===== src/rtl/ft245_pkg.sv =====
`default_nettype none

package ft245_pkg;

    // One byte of the FT232H data bus
    typedef logic [7:0] ft_byte_t;

    // States of the read/write arbiter in the bus control block
    typedef enum logic [1:0] {
        ARB_IDLE  = 2'd0,
        ARB_READ  = 2'd1,
        ARB_WRITE = 2'd2,
        ARB_TURN  = 2'd3
    } ft_arb_state_e;

    // RD# and WR# low time in clock cycles, must be 2 or more
    localparam int FT_PULSE_DEFAULT = 3;

endpackage

`default_nettype wire


===== src/rtl/ft_cycle_if.sv =====
`timescale 1ns/1ps
`default_nettype none

interface ft_cycle_if;
    import ft245_pkg::*;

    // Four-phase request of one bus cycle from control to an engine
    logic     req;
    logic     ack;
    ft_byte_t wdata;
    ft_byte_t rdata;

    modport ctrl (
        output req,
        output wdata,
        input  ack,
        input  rdata
    );

    modport engine (
        input  req,
        input  wdata,
        output ack,
        output rdata
    );

endinterface

`default_nettype wire

===== src/rtl/ft245_bridge.sv =====
`timescale 1ns/1ps
`default_nettype none

module ft245_bridge #(
    parameter int P_PULSE_CYCLES = ft245_pkg::FT_PULSE_DEFAULT
) (
    input  logic                i_clk,
    input  logic                i_rst_n,
    // FT232H pins, data bus split into in, out and enable
    input  ft245_pkg::ft_byte_t i_ft_data,
    output ft245_pkg::ft_byte_t o_ft_data,
    output logic                o_ft_data_oe,
    input  logic                i_ft_rxf_n,
    input  logic                i_ft_txe_n,
    output logic                o_ft_rd_n,
    output logic                o_ft_wr_n,
    // User receive side
    output logic                o_rx_req,
    output ft245_pkg::ft_byte_t o_rx_data,
    input  logic                i_rx_ack,
    // User transmit side
    input  logic                i_tx_req,
    input  ft245_pkg::ft_byte_t i_tx_data,
    output logic                o_tx_ack
);
    import ft245_pkg::*;

    logic     rx_full;
    logic     rx_load;
    ft_byte_t rx_load_data;
    logic     tx_full;
    logic     tx_take;
    ft_byte_t tx_held_data;

    ft_cycle_if rd ();
    ft_cycle_if wr ();

    ft245_bus_ctrl u_bus_ctrl (
        .i_clk      (i_clk),
        .i_rst_n    (i_rst_n),
        .i_ft_rxf_n (i_ft_rxf_n),
        .i_ft_txe_n (i_ft_txe_n),
        .i_rx_full  (rx_full),
        .o_rx_load  (rx_load),
        .o_rx_data  (rx_load_data),
        .i_tx_full  (tx_full),
        .i_tx_data  (tx_held_data),
        .o_tx_take  (tx_take),
        .rd         (rd.ctrl),
        .wr         (wr.ctrl)
    );

    ft245_read_engine #(
        .P_PULSE_CYCLES (P_PULSE_CYCLES)
    ) u_read_engine (
        .i_clk     (i_clk),
        .i_rst_n   (i_rst_n),
        .i_ft_data (i_ft_data),
        .o_ft_rd_n (o_ft_rd_n),
        .cyc       (rd.engine)
    );

    ft245_write_engine #(
        .P_PULSE_CYCLES (P_PULSE_CYCLES)
    ) u_write_engine (
        .i_clk        (i_clk),
        .i_rst_n      (i_rst_n),
        .o_ft_data    (o_ft_data),
        .o_ft_data_oe (o_ft_data_oe),
        .o_ft_wr_n    (o_ft_wr_n),
        .cyc          (wr.engine)
    );

    ft245_rx_port u_rx_port (
        .i_clk     (i_clk),
        .i_rst_n   (i_rst_n),
        .i_load    (rx_load),
        .i_data    (rx_load_data),
        .o_full    (rx_full),
        .o_rx_req  (o_rx_req),
        .o_rx_data (o_rx_data),
        .i_rx_ack  (i_rx_ack)
    );

    ft245_tx_port u_tx_port (
        .i_clk     (i_clk),
        .i_rst_n   (i_rst_n),
        .i_tx_req  (i_tx_req),
        .i_tx_data (i_tx_data),
        .o_tx_ack  (o_tx_ack),
        .o_full    (tx_full),
        .o_data    (tx_held_data),
        .i_take    (tx_take)
    );

endmodule

`default_nettype wire


===== src/rtl/ft245_bus_ctrl.sv =====
`timescale 1ns/1ps
`default_nettype none

module ft245_bus_ctrl (
    input  logic                i_clk,
    input  logic                i_rst_n,
    input  logic                i_ft_rxf_n,
    input  logic                i_ft_txe_n,
    input  logic                i_rx_full,
    output logic                o_rx_load,
    output ft245_pkg::ft_byte_t o_rx_data,
    input  logic                i_tx_full,
    input  ft245_pkg::ft_byte_t i_tx_data,
    output logic                o_tx_take,
    ft_cycle_if.ctrl            rd,
    ft_cycle_if.ctrl            wr
);
    import ft245_pkg::*;

    logic [1:0]    rxf_sync;
    logic [1:0]    txe_sync;
    logic          rxf_n_s;
    logic          txe_n_s;
    logic          can_rd;
    logic          can_wr;
    logic          start_rd;
    logic          start_wr;
    logic          last_wr_q;
    logic          rd_req_q;
    logic          wr_req_q;
    ft_byte_t      wr_data_q;
    ft_arb_state_e state;

    // Both flags are asynchronous to i_clk and idle high
    always_ff @(posedge i_clk or negedge i_rst_n) begin
        if (!i_rst_n) begin
            rxf_sync <= 2'b11;
            txe_sync <= 2'b11;
        end else begin
            rxf_sync <= {rxf_sync[0], i_ft_rxf_n};
            txe_sync <= {txe_sync[0], i_ft_txe_n};
        end
    end

    assign rxf_n_s = rxf_sync[1];
    assign txe_n_s = txe_sync[1];

    assign can_rd = !rxf_n_s && !i_rx_full;
    assign can_wr = !txe_n_s && i_tx_full;

    // With both directions ready, serve the one that waited last time
    assign start_rd = (state == ARB_IDLE) && can_rd && (!can_wr || last_wr_q);
    assign start_wr = (state == ARB_IDLE) && can_wr && !start_rd;

    always_ff @(posedge i_clk or negedge i_rst_n) begin
        if (!i_rst_n) begin
            state     <= ARB_IDLE;
            rd_req_q  <= 1'b0;
            wr_req_q  <= 1'b0;
            last_wr_q <= 1'b1;
        end else begin
            case (state)
                ARB_IDLE: begin
                    if (start_rd) begin
                        state     <= ARB_READ;
                        rd_req_q  <= 1'b1;
                        last_wr_q <= 1'b0;
                    end else if (start_wr) begin
                        state     <= ARB_WRITE;
                        wr_req_q  <= 1'b1;
                        last_wr_q <= 1'b1;
                    end
                end
                ARB_READ: begin
                    if (rd_req_q && rd.ack) begin
                        rd_req_q <= 1'b0;
                    end else if (!rd_req_q && !rd.ack) begin
                        state <= ARB_TURN;
                    end
                end
                ARB_WRITE: begin
                    if (wr_req_q && wr.ack) begin
                        wr_req_q <= 1'b0;
                    end else if (!wr_req_q && !wr.ack) begin
                        state <= ARB_TURN;
                    end
                end
                ARB_TURN: begin
                    state <= ARB_IDLE;
                end
                default: begin
                    state <= ARB_IDLE;
                end
            endcase
        end
    end

    always_ff @(posedge i_clk) begin
        if (start_wr) begin
            wr_data_q <= i_tx_data;
        end
    end

    // The completing ack moves the byte between the engine and the user port
    assign o_rx_load = (state == ARB_READ) && rd_req_q && rd.ack;
    assign o_rx_data = rd.rdata;
    assign o_tx_take = (state == ARB_WRITE) && wr_req_q && wr.ack;

    assign rd.req   = rd_req_q;
    assign rd.wdata = '0;
    assign wr.req   = wr_req_q;
    assign wr.wdata = wr_data_q;

endmodule

`default_nettype wire


===== src/rtl/ft245_read_engine.sv =====
`timescale 1ns/1ps
`default_nettype none

module ft245_read_engine #(
    parameter int P_PULSE_CYCLES = ft245_pkg::FT_PULSE_DEFAULT
) (
    input  logic                i_clk,
    input  logic                i_rst_n,
    input  ft245_pkg::ft_byte_t i_ft_data,
    output logic                o_ft_rd_n,
    ft_cycle_if.engine          cyc
);
    import ft245_pkg::*;

    localparam int CNT_W = $clog2(P_PULSE_CYCLES + 1);

    typedef enum logic [1:0] {
        RD_IDLE,
        RD_LOW,
        RD_ACK
    } rd_state_e;

    rd_state_e        state;
    logic [CNT_W-1:0] cnt;
    logic             rd_n_q;
    logic             ack_q;
    ft_byte_t         rdata_q;

    always_ff @(posedge i_clk or negedge i_rst_n) begin
        if (!i_rst_n) begin
            state  <= RD_IDLE;
            cnt    <= '0;
            rd_n_q <= 1'b1;
            ack_q  <= 1'b0;
        end else begin
            case (state)
                RD_IDLE: begin
                    if (cyc.req) begin
                        state  <= RD_LOW;
                        rd_n_q <= 1'b0;
                        cnt    <= CNT_W'(P_PULSE_CYCLES - 1);
                    end
                end
                RD_LOW: begin
                    // Last low cycle, the chip has had the full pulse to drive data
                    if (cnt == '0) begin
                        state  <= RD_ACK;
                        rd_n_q <= 1'b1;
                        ack_q  <= 1'b1;
                    end else begin
                        cnt <= cnt - 1'b1;
                    end
                end
                RD_ACK: begin
                    if (!cyc.req) begin
                        state <= RD_IDLE;
                        ack_q <= 1'b0;
                    end
                end
                default: begin
                    state <= RD_IDLE;
                end
            endcase
        end
    end

    always_ff @(posedge i_clk) begin
        if (state == RD_LOW && cnt == '0) begin
            rdata_q <= i_ft_data;
        end
    end

    assign o_ft_rd_n = rd_n_q;
    assign cyc.ack   = ack_q;
    assign cyc.rdata = rdata_q;

endmodule

`default_nettype wire


===== src/rtl/ft245_rx_port.sv =====
`timescale 1ns/1ps
`default_nettype none

module ft245_rx_port (
    input  logic                i_clk,
    input  logic                i_rst_n,
    input  logic                i_load,
    input  ft245_pkg::ft_byte_t i_data,
    output logic                o_full,
    output logic                o_rx_req,
    output ft245_pkg::ft_byte_t o_rx_data,
    input  logic                i_rx_ack
);
    import ft245_pkg::*;

    logic     full_q;
    logic     req_q;
    ft_byte_t data_q;

    always_ff @(posedge i_clk or negedge i_rst_n) begin
        if (!i_rst_n) begin
            full_q <= 1'b0;
            req_q  <= 1'b0;
        end else begin
            if (i_load && !full_q) begin
                full_q <= 1'b1;
                req_q  <= 1'b1;
            end else if (req_q && i_rx_ack) begin
                req_q <= 1'b0;
            end else if (full_q && !req_q && !i_rx_ack) begin
                // Handshake finished, the slot can take the next byte
                full_q <= 1'b0;
            end
        end
    end

    always_ff @(posedge i_clk) begin
        if (i_load && !full_q) begin
            data_q <= i_data;
        end
    end

    assign o_full    = full_q;
    assign o_rx_req  = req_q;
    assign o_rx_data = data_q;

endmodule

`default_nettype wire


===== src/rtl/ft245_tx_port.sv =====
`timescale 1ns/1ps
`default_nettype none

module ft245_tx_port (
    input  logic                i_clk,
    input  logic                i_rst_n,
    input  logic                i_tx_req,
    input  ft245_pkg::ft_byte_t i_tx_data,
    output logic                o_tx_ack,
    output logic                o_full,
    output ft245_pkg::ft_byte_t o_data,
    input  logic                i_take
);
    import ft245_pkg::*;

    logic     full_q;
    logic     ack_q;
    logic     accept;
    ft_byte_t data_q;

    // A new byte only when the slot is free and the previous handshake closed
    assign accept = i_tx_req && !full_q && !ack_q;

    always_ff @(posedge i_clk or negedge i_rst_n) begin
        if (!i_rst_n) begin
            full_q <= 1'b0;
            ack_q  <= 1'b0;
        end else begin
            if (accept) begin
                full_q <= 1'b1;
                ack_q  <= 1'b1;
            end else begin
                if (ack_q && !i_tx_req) begin
                    ack_q <= 1'b0;
                end
                if (full_q && i_take) begin
                    full_q <= 1'b0;
                end
            end
        end
    end

    always_ff @(posedge i_clk) begin
        if (accept) begin
            data_q <= i_tx_data;
        end
    end

    assign o_tx_ack = ack_q;
    assign o_full   = full_q;
    assign o_data   = data_q;

endmodule

`default_nettype wire


===== src/rtl/ft245_write_engine.sv =====
`timescale 1ns/1ps
`default_nettype none

module ft245_write_engine #(
    parameter int P_PULSE_CYCLES = ft245_pkg::FT_PULSE_DEFAULT
) (
    input  logic                i_clk,
    input  logic                i_rst_n,
    output ft245_pkg::ft_byte_t o_ft_data,
    output logic                o_ft_data_oe,
    output logic                o_ft_wr_n,
    ft_cycle_if.engine          cyc
);
    import ft245_pkg::*;

    localparam int CNT_W = $clog2(P_PULSE_CYCLES + 1);

    typedef enum logic [2:0] {
        WR_IDLE,
        WR_SETUP,
        WR_PULSE,
        WR_HOLD,
        WR_DONE
    } wr_state_e;

    wr_state_e        state;
    logic [CNT_W-1:0] cnt;
    logic             oe_q;
    logic             wr_n_q;
    logic             ack_q;
    ft_byte_t         data_q;

    always_ff @(posedge i_clk or negedge i_rst_n) begin
        if (!i_rst_n) begin
            state  <= WR_IDLE;
            cnt    <= '0;
            oe_q   <= 1'b0;
            wr_n_q <= 1'b1;
            ack_q  <= 1'b0;
        end else begin
            case (state)
                WR_IDLE: begin
                    if (cyc.req) begin
                        state <= WR_SETUP;
                        oe_q  <= 1'b1;
                    end
                end
                // Data has been on the bus for one cycle before WR# falls
                WR_SETUP: begin
                    state  <= WR_PULSE;
                    wr_n_q <= 1'b0;
                    cnt    <= CNT_W'(P_PULSE_CYCLES - 1);
                end
                WR_PULSE: begin
                    if (cnt == '0) begin
                        state  <= WR_HOLD;
                        wr_n_q <= 1'b1;
                    end else begin
                        cnt <= cnt - 1'b1;
                    end
                end
                // The chip latches on the rising edge of WR#, keep the bus one more cycle
                WR_HOLD: begin
                    state <= WR_DONE;
                    oe_q  <= 1'b0;
                    ack_q <= 1'b1;
                end
                WR_DONE: begin
                    if (!cyc.req) begin
                        state <= WR_IDLE;
                        ack_q <= 1'b0;
                    end
                end
                default: begin
                    state <= WR_IDLE;
                end
            endcase
        end
    end

    always_ff @(posedge i_clk) begin
        if (state == WR_IDLE && cyc.req) begin
            data_q <= cyc.wdata;
        end
    end

    assign o_ft_data    = data_q;
    assign o_ft_data_oe = oe_q;
    assign o_ft_wr_n    = wr_n_q;
    assign cyc.ack      = ack_q;
    assign cyc.rdata    = data_q;

endmodule

`default_nettype wire


===== config.mk =====
export PLATFORM = sky130hd
export DESIGN_NAME = ft245_bridge
export DESIGN_NICKNAME = d
export VERILOG_FILES = /design/src/rtl/ft245_pkg.sv /design/src/rtl/ft_cycle_if.sv /design/src/rtl/ft245_bridge.sv /design/src/rtl/ft245_bus_ctrl.sv /design/src/rtl/ft245_read_engine.sv /design/src/rtl/ft245_rx_port.sv /design/src/rtl/ft245_tx_port.sv /design/src/rtl/ft245_write_engine.sv
export SDC_FILE = /design/constraint.sdc
export NUM_CORES = 1
export LEC_CHECK = 0
export BUFFER_PORTS_ARGS = -buffer_cell sky130_fd_sc_hd__buf_2
export CORE_ASPECT_RATIO = 0.75
export CORE_UTILIZATION = 53
export DETAILED_ROUTE_END_ITERATION = 6
export GPL_TIMING_DRIVEN = 0
export PLACE_DENSITY_LB_ADDON = 0.15
export SLEW_MARGIN = 20
export SYNTH_ARGS = -nofsm -noshare
export SYNTH_HDL_FRONTEND = slang
export SYNTH_HIERARCHICAL = 1
export SYNTH_SLANG_ARGS = --single-unit

===== constraint.sdc =====
create_clock -name i_clk -period 4.5 [get_ports i_clk]
set_clock_uncertainty 0.2 [all_clocks]
set_input_delay 0.225 -clock i_clk [delete_from_list [all_inputs] [get_ports i_clk]]
set_output_delay 0.225 -clock i_clk [all_outputs]
set_load 0.01 [all_outputs]

# [Word level (Yosys, flattened, before mapping)]
# Cells that the tools add are included.
[word_totals] ff_bits=67 word_cells=172 out_inout_bits=21
[classes] n_eq_ne=28 reduce_logical=70 addsub=2 n_mux=48
[op_table] op="$logic_and A1 B1 Y1" count=24
[op_table] op="$mux W2" count=12
[op_table] op="$reduce_bool A2 Y1" count=12
[op_table] op="$ne A2 B2 Y1 const B" count=11
[op_table] op="$mux W1" count=21
[op_table] op="$reduce_and A3 Y1" count=6
[op_table] op="$pmux W3 S5" count=1
[op_table] op="$logic_not A1 Y1" count=14
[op_table] op="$ne A2 B1 Y1 const B" count=7
[op_table] op="$pmux W1 S2" count=7
[op_table] op="$reduce_and A2 Y1" count=6
[op_table] op="$mux W3" count=3
[op_table] op="$logic_not A2 Y1" count=4
[op_table] op="$pmux W2 S2" count=2
[op_table] op="$pmux W2 S4" count=1
[op_table] op="$eq A2 B2 Y1 const B" count=3
[op_table] op="$eq A3 B2 Y1 const B" count=2
[op_table] op="$pmux W2 S3" count=1
[op_table] op="$reduce_and A5 Y1" count=1
[op_table] op="$eq A2 B1 Y1 const B" count=2
[op_table] op="$reduce_and A4 Y1" count=1
[op_table] op="$sub A2 B1 Y2 const B" count=2
[op_table] op="$eq A3 B1 Y1 const B" count=1
[op_table] op="$eq A3 B3 Y1 const B" count=1
[op_table] op="3 further kinds" count=3

# [Longest topological paths before layout]
[logic_depth] ltp_word=10 mapped_depth=6 depth_no_buf=5

# [Hierarchy]
# The synthesis kept the hierarchy.
[modules_own_cells] mod="ft245_bus_ctrl" n_inst=1 area_each_um2=854.6 seq_area_each_um2=471.7 cells_each=70
[modules_own_cells] mod="ft245_write_engine" n_inst=1 area_each_um2=750.7 seq_area_each_um2=441.7 cells_each=59
[modules_own_cells] mod="ft245_read_engine" n_inst=1 area_each_um2=554.3 seq_area_each_um2=391.6 cells_each=41
[modules_own_cells] mod="ft245_tx_port" n_inst=1 area_each_um2=325.3 seq_area_each_um2=290.3 cells_each=15
[modules_own_cells] mod="ft245_rx_port" n_inst=1 area_each_um2=317.8 seq_area_each_um2=290.3 cells_each=16

# [Worst setup path before layout]
# OpenSTA, ideal clock, no wires.
[synth_path] path_type="flip-flop to flip-flop" startpoint="register u_bus_ctrl.state[0]" endpoint="register u_bus_ctrl.wr_data_q[0], in the netlist u_bus_ctrl/wr.wdata[0], enable pin" n_path_buf=1 setup_ns=0.370 arrival_time_ns=1.370 setup_slack_ns=2.559 stages_incl_launch_ff=7 cell_sequence="dfrtp_1 > inv_1 > ha_1 > or3b_1 > buf_6 > nor2_1 > nor2_1"
[synth_via] elab_chain_cells=5
[synth_rtl] item="start, declared" line="ft245_bus_ctrl.sv:32" source="ft_arb_state_e state;"
[synth_rtl] item="start signal, assigned" line="ft245_bus_ctrl.sv:57" source="state <= ARB_IDLE;"
[synth_rtl] item="start signal, assigned" line="ft245_bus_ctrl.sv:65" source="state <= ARB_READ;"
[synth_rtl] item="start signal, assigned" line="ft245_bus_ctrl.sv:69" source="state <= ARB_WRITE;"
[synth_rtl] item="$logic_not A2 Y1 *" line="ft245_bus_ctrl.sv:52, ft245_bus_ctrl.sv:53"
[synth_rtl] item="$logic_and A1 B1 Y1 (2 in a row)" line="ft245_bus_ctrl.sv:52" source="assign start_rd = (state == ARB_IDLE) && can_rd && (!can_wr || last_wr_q);"
[synth_rtl] item="$logic_not A1 Y1" line="ft245_bus_ctrl.sv:53" source="assign start_wr = (state == ARB_IDLE) && can_wr && !start_rd;"
[synth_rtl] item="$logic_and A1 B1 Y1 *" line="ft245_bus_ctrl.sv:53"
[synth_rtl] item="via u_bus_ctrl.start_wr" line="ft245_bus_ctrl.sv:27" source="logic start_wr;"
[synth_rtl] item="end signal, assigned" line="ft245_bus_ctrl.sv:100" source="wr_data_q <= i_tx_data;"
[synth_rtl] item="end, declared" line="ft245_bus_ctrl.sv:31" source="ft_byte_t wr_data_q;"
# The timed path passes the listed nets; every way through them passes the cells marked *.
# A chain may end at the register's enable or synchronous reset.

# [Final worst setup path]
[layout_path] startpoint="register u_bus_ctrl.state[0]" endpoint="register u_bus_ctrl.wr_data_q[3], in the netlist u_bus_ctrl/wr.wdata[3], enable pin"
# Same word-level chain as after synthesis.

==> metrics <==
worst-margin pin slew=1030 ps; Worst-Skew Late Latency=~340 ps; H-tree Lvls=3; post-route clock period utilization=0.492; vias after detailed routing=1,615; most common cell after layout, fill and taps aside=buf_2; Pleak=1.46 nW; internal power=approximately 0.0015 W; root buffer cell=clkbuf_8; endpoint type of the worst setup path=register; starting DRC count in detailed routing=72; sw frac=0.309; cts hold-fix bufs=21; Post-CTS Setup Inserts=0; PwrDens=643 nW/um^2; WP data arrival=1980 ps; fmax=452 MHz; residual DRC count=0; VDD IR max=0.000398 V; CP required=around 4300 ps; Warnings, synthesis=6; Buf/Inv on CP=2; critical path, cell by cell=inv_1 > ha_1 > or3b_1 > buf_6 > nor2_1 > nor2_1; Mapped Area=2740 um^2; GR Overflow Total=0; global-route wire length before repair=about 7200 um; final setup fails=0; clock slew at reported path FFs=roughly 70 ps; Rel. slew slack=0.305; metal2 WL=slightly above 2000 um; max-slew violations=0; Hold Violations, Final=0; Placer Congestion=0.731; Layout area overhead=25.7%; post_cts resized=0; CP max stage delay=530 ps; ANT nets after route=0; Num CTS Buffers=9; synthesized net count=220; Die Ht=64.3 um; vias in the first global route=1,517; Total Wirelength=4410 um; Tot GR Track Use=0.186; Post-Syn Instances=192; worst setup path class=register to register; status=completed; Avg Inst Size Synth=14.3 um^2; vias per cell=4.88; Max Cap Viol=0; fill count=340; crit path max-delay cell type=nor2_1; CTS tree=built; DIE AREA=5460 um^2; Nets=294; WL/cell=13.3 um; Crit path top cell by count=nor2_1; max layer used=met4; Port Buffers=42; CP top delay family=simple AND/OR/NAND/NOR gates; final critical delay including setup and external delays=2210 ps; Inst Count DP=294; Logic pwr share=0.324; worst hold-check path type=register to register; initial antenna violation count=0; layout cells sized above 1=0.369; sequential share of power=0.441; commonest cells after routing, fill and taps aside=buf_2 (42), edfxtp_1 (40), dlygate4sd3_1 (21); clk buf depth=2; # rows=22; largest net degree at the start of global routing=28; Pre-Repair DR Iteration Count=4; Psw=0.000684 W; clock group share of total power=0.236; # diodes=0; core area=4930 um^2; CP Max Fanout=8; met1 wire length=between 2000 and 2500 um; RSZ-0062 raised after global routing=false; Post-Route Setup TNS=0 ps; Starting Density=0.556; placed wire-length estimate=2830 um; met3 WL=~210 um; clk sinks=between 60 and 70; Die W=85.0 um; number of primary I/O pins=43; Post-Layout Cell Count=331; Worst setup SP type=register
through the flow:
stage | hold slack [ps] | power (W) | cell area [um^2] | util | setup slack [ps]
global route | 159 | 0.00236 | 3440 | 0.699 | 2100
CTS | 157 | 0.00223 | 3440 | 0.699 | 2270
floorplan | -271 | 0.00151 | 2740 | - | 2560
finish | 155 | 0.00221 | 3440 | 0.699 | 2290
global placement | 71.8 | 0.00167 | 3020 | 0.614 | 2340
detailed placement | 65.7 | 0.00169 | 3020 | 0.614 | 2300
power by group through the flow:
stage / logic, W / registers, W / clock network, W
after floorplan: 0.000533 / 0.000973 / 0
after global placement: 0.000685 / 0.000983 / 0
after CTS: 0.000719 / 0.000976 / 0.000537
after detailed placement: 0.000699 / 0.000987 / 0
after global routing: 0.000792 / 0.00100 / 0.000567
final: 0.000717 / 0.000976 / 0.000522
final cells by class:
| cell class | count | area (um^2) | area share |
|---|---|---|---|
| Clock buffer | 11 | 131 | 0.0382 |
| Sequential cell | 67 | 1890 | 0.548 |
| Timing Repair Buffer | 63 | 420 | 0.122 |
| Clock inverter | 5 | 77.6 | 0.0225 |
| Buffer | 20 | 165 | 0.0480 |
| Tap cell | 60 | 75.1 | 0.0218 |
| Multi-Input combinational cell | 86 | 617 | 0.179 |
| Inverter | 19 | 71.3 | 0.0207 |
layer usage:
metal	global-route usage	vias up
met4	0.0572	0
met5	0	-
met2	0.272	41
met1	0.244	754
li1	-	814
met3	0.0930	6
worst paths after layout:
kind / depth (start not counted) / to / slack (ps) / startpoint
min in group asynchronous: 2 / u_tx_port/o_tx_ack$_DFFE_PN0P_ / 230 / i_rst_n
max in group asynchronous: 2 / u_bus_ctrl/rd.req$_DFFE_PN0P_ / 3470 / i_rst_n
hold / removal: 0 / u_bus_ctrl/txe_sync[1]$_DFF_PN1_ / 160 / u_bus_ctrl/txe_sync[0]$_DFF_PN1_
setup / recovery: 6 / u_bus_ctrl/wr.wdata[3]$_DFFE_PP_ / 2290 / u_bus_ctrl/state[0]$_DFFE_PN0P_
hold reg to reg: 0 / u_bus_ctrl/txe_sync[1]$_DFF_PN1_ / 160 / u_bus_ctrl/txe_sync[0]$_DFF_PN1_
setup reg to reg: 6 / u_bus_ctrl/wr.wdata[3]$_DFFE_PP_ / 2290 / u_bus_ctrl/state[0]$_DFFE_PN0P_
sequential cells by signal, indices dropped and copies added (netlist names), 2 cells and up:
name,flops
u_bus_ctrl/rxf_sync,2
u_bus_ctrl/state,2
u_bus_ctrl/txe_sync,2
u_bus_ctrl/wr.wdata,8
u_read_engine/cnt,2
u_read_engine/cyc.rdata,8
u_read_engine/state,2
u_rx_port/o_rx_data,8
u_tx_port/o_data,8
u_write_engine/cnt,2
u_write_engine/cyc.rdata,8
u_write_engine/state,3
(Power assumes the default switching activity.)
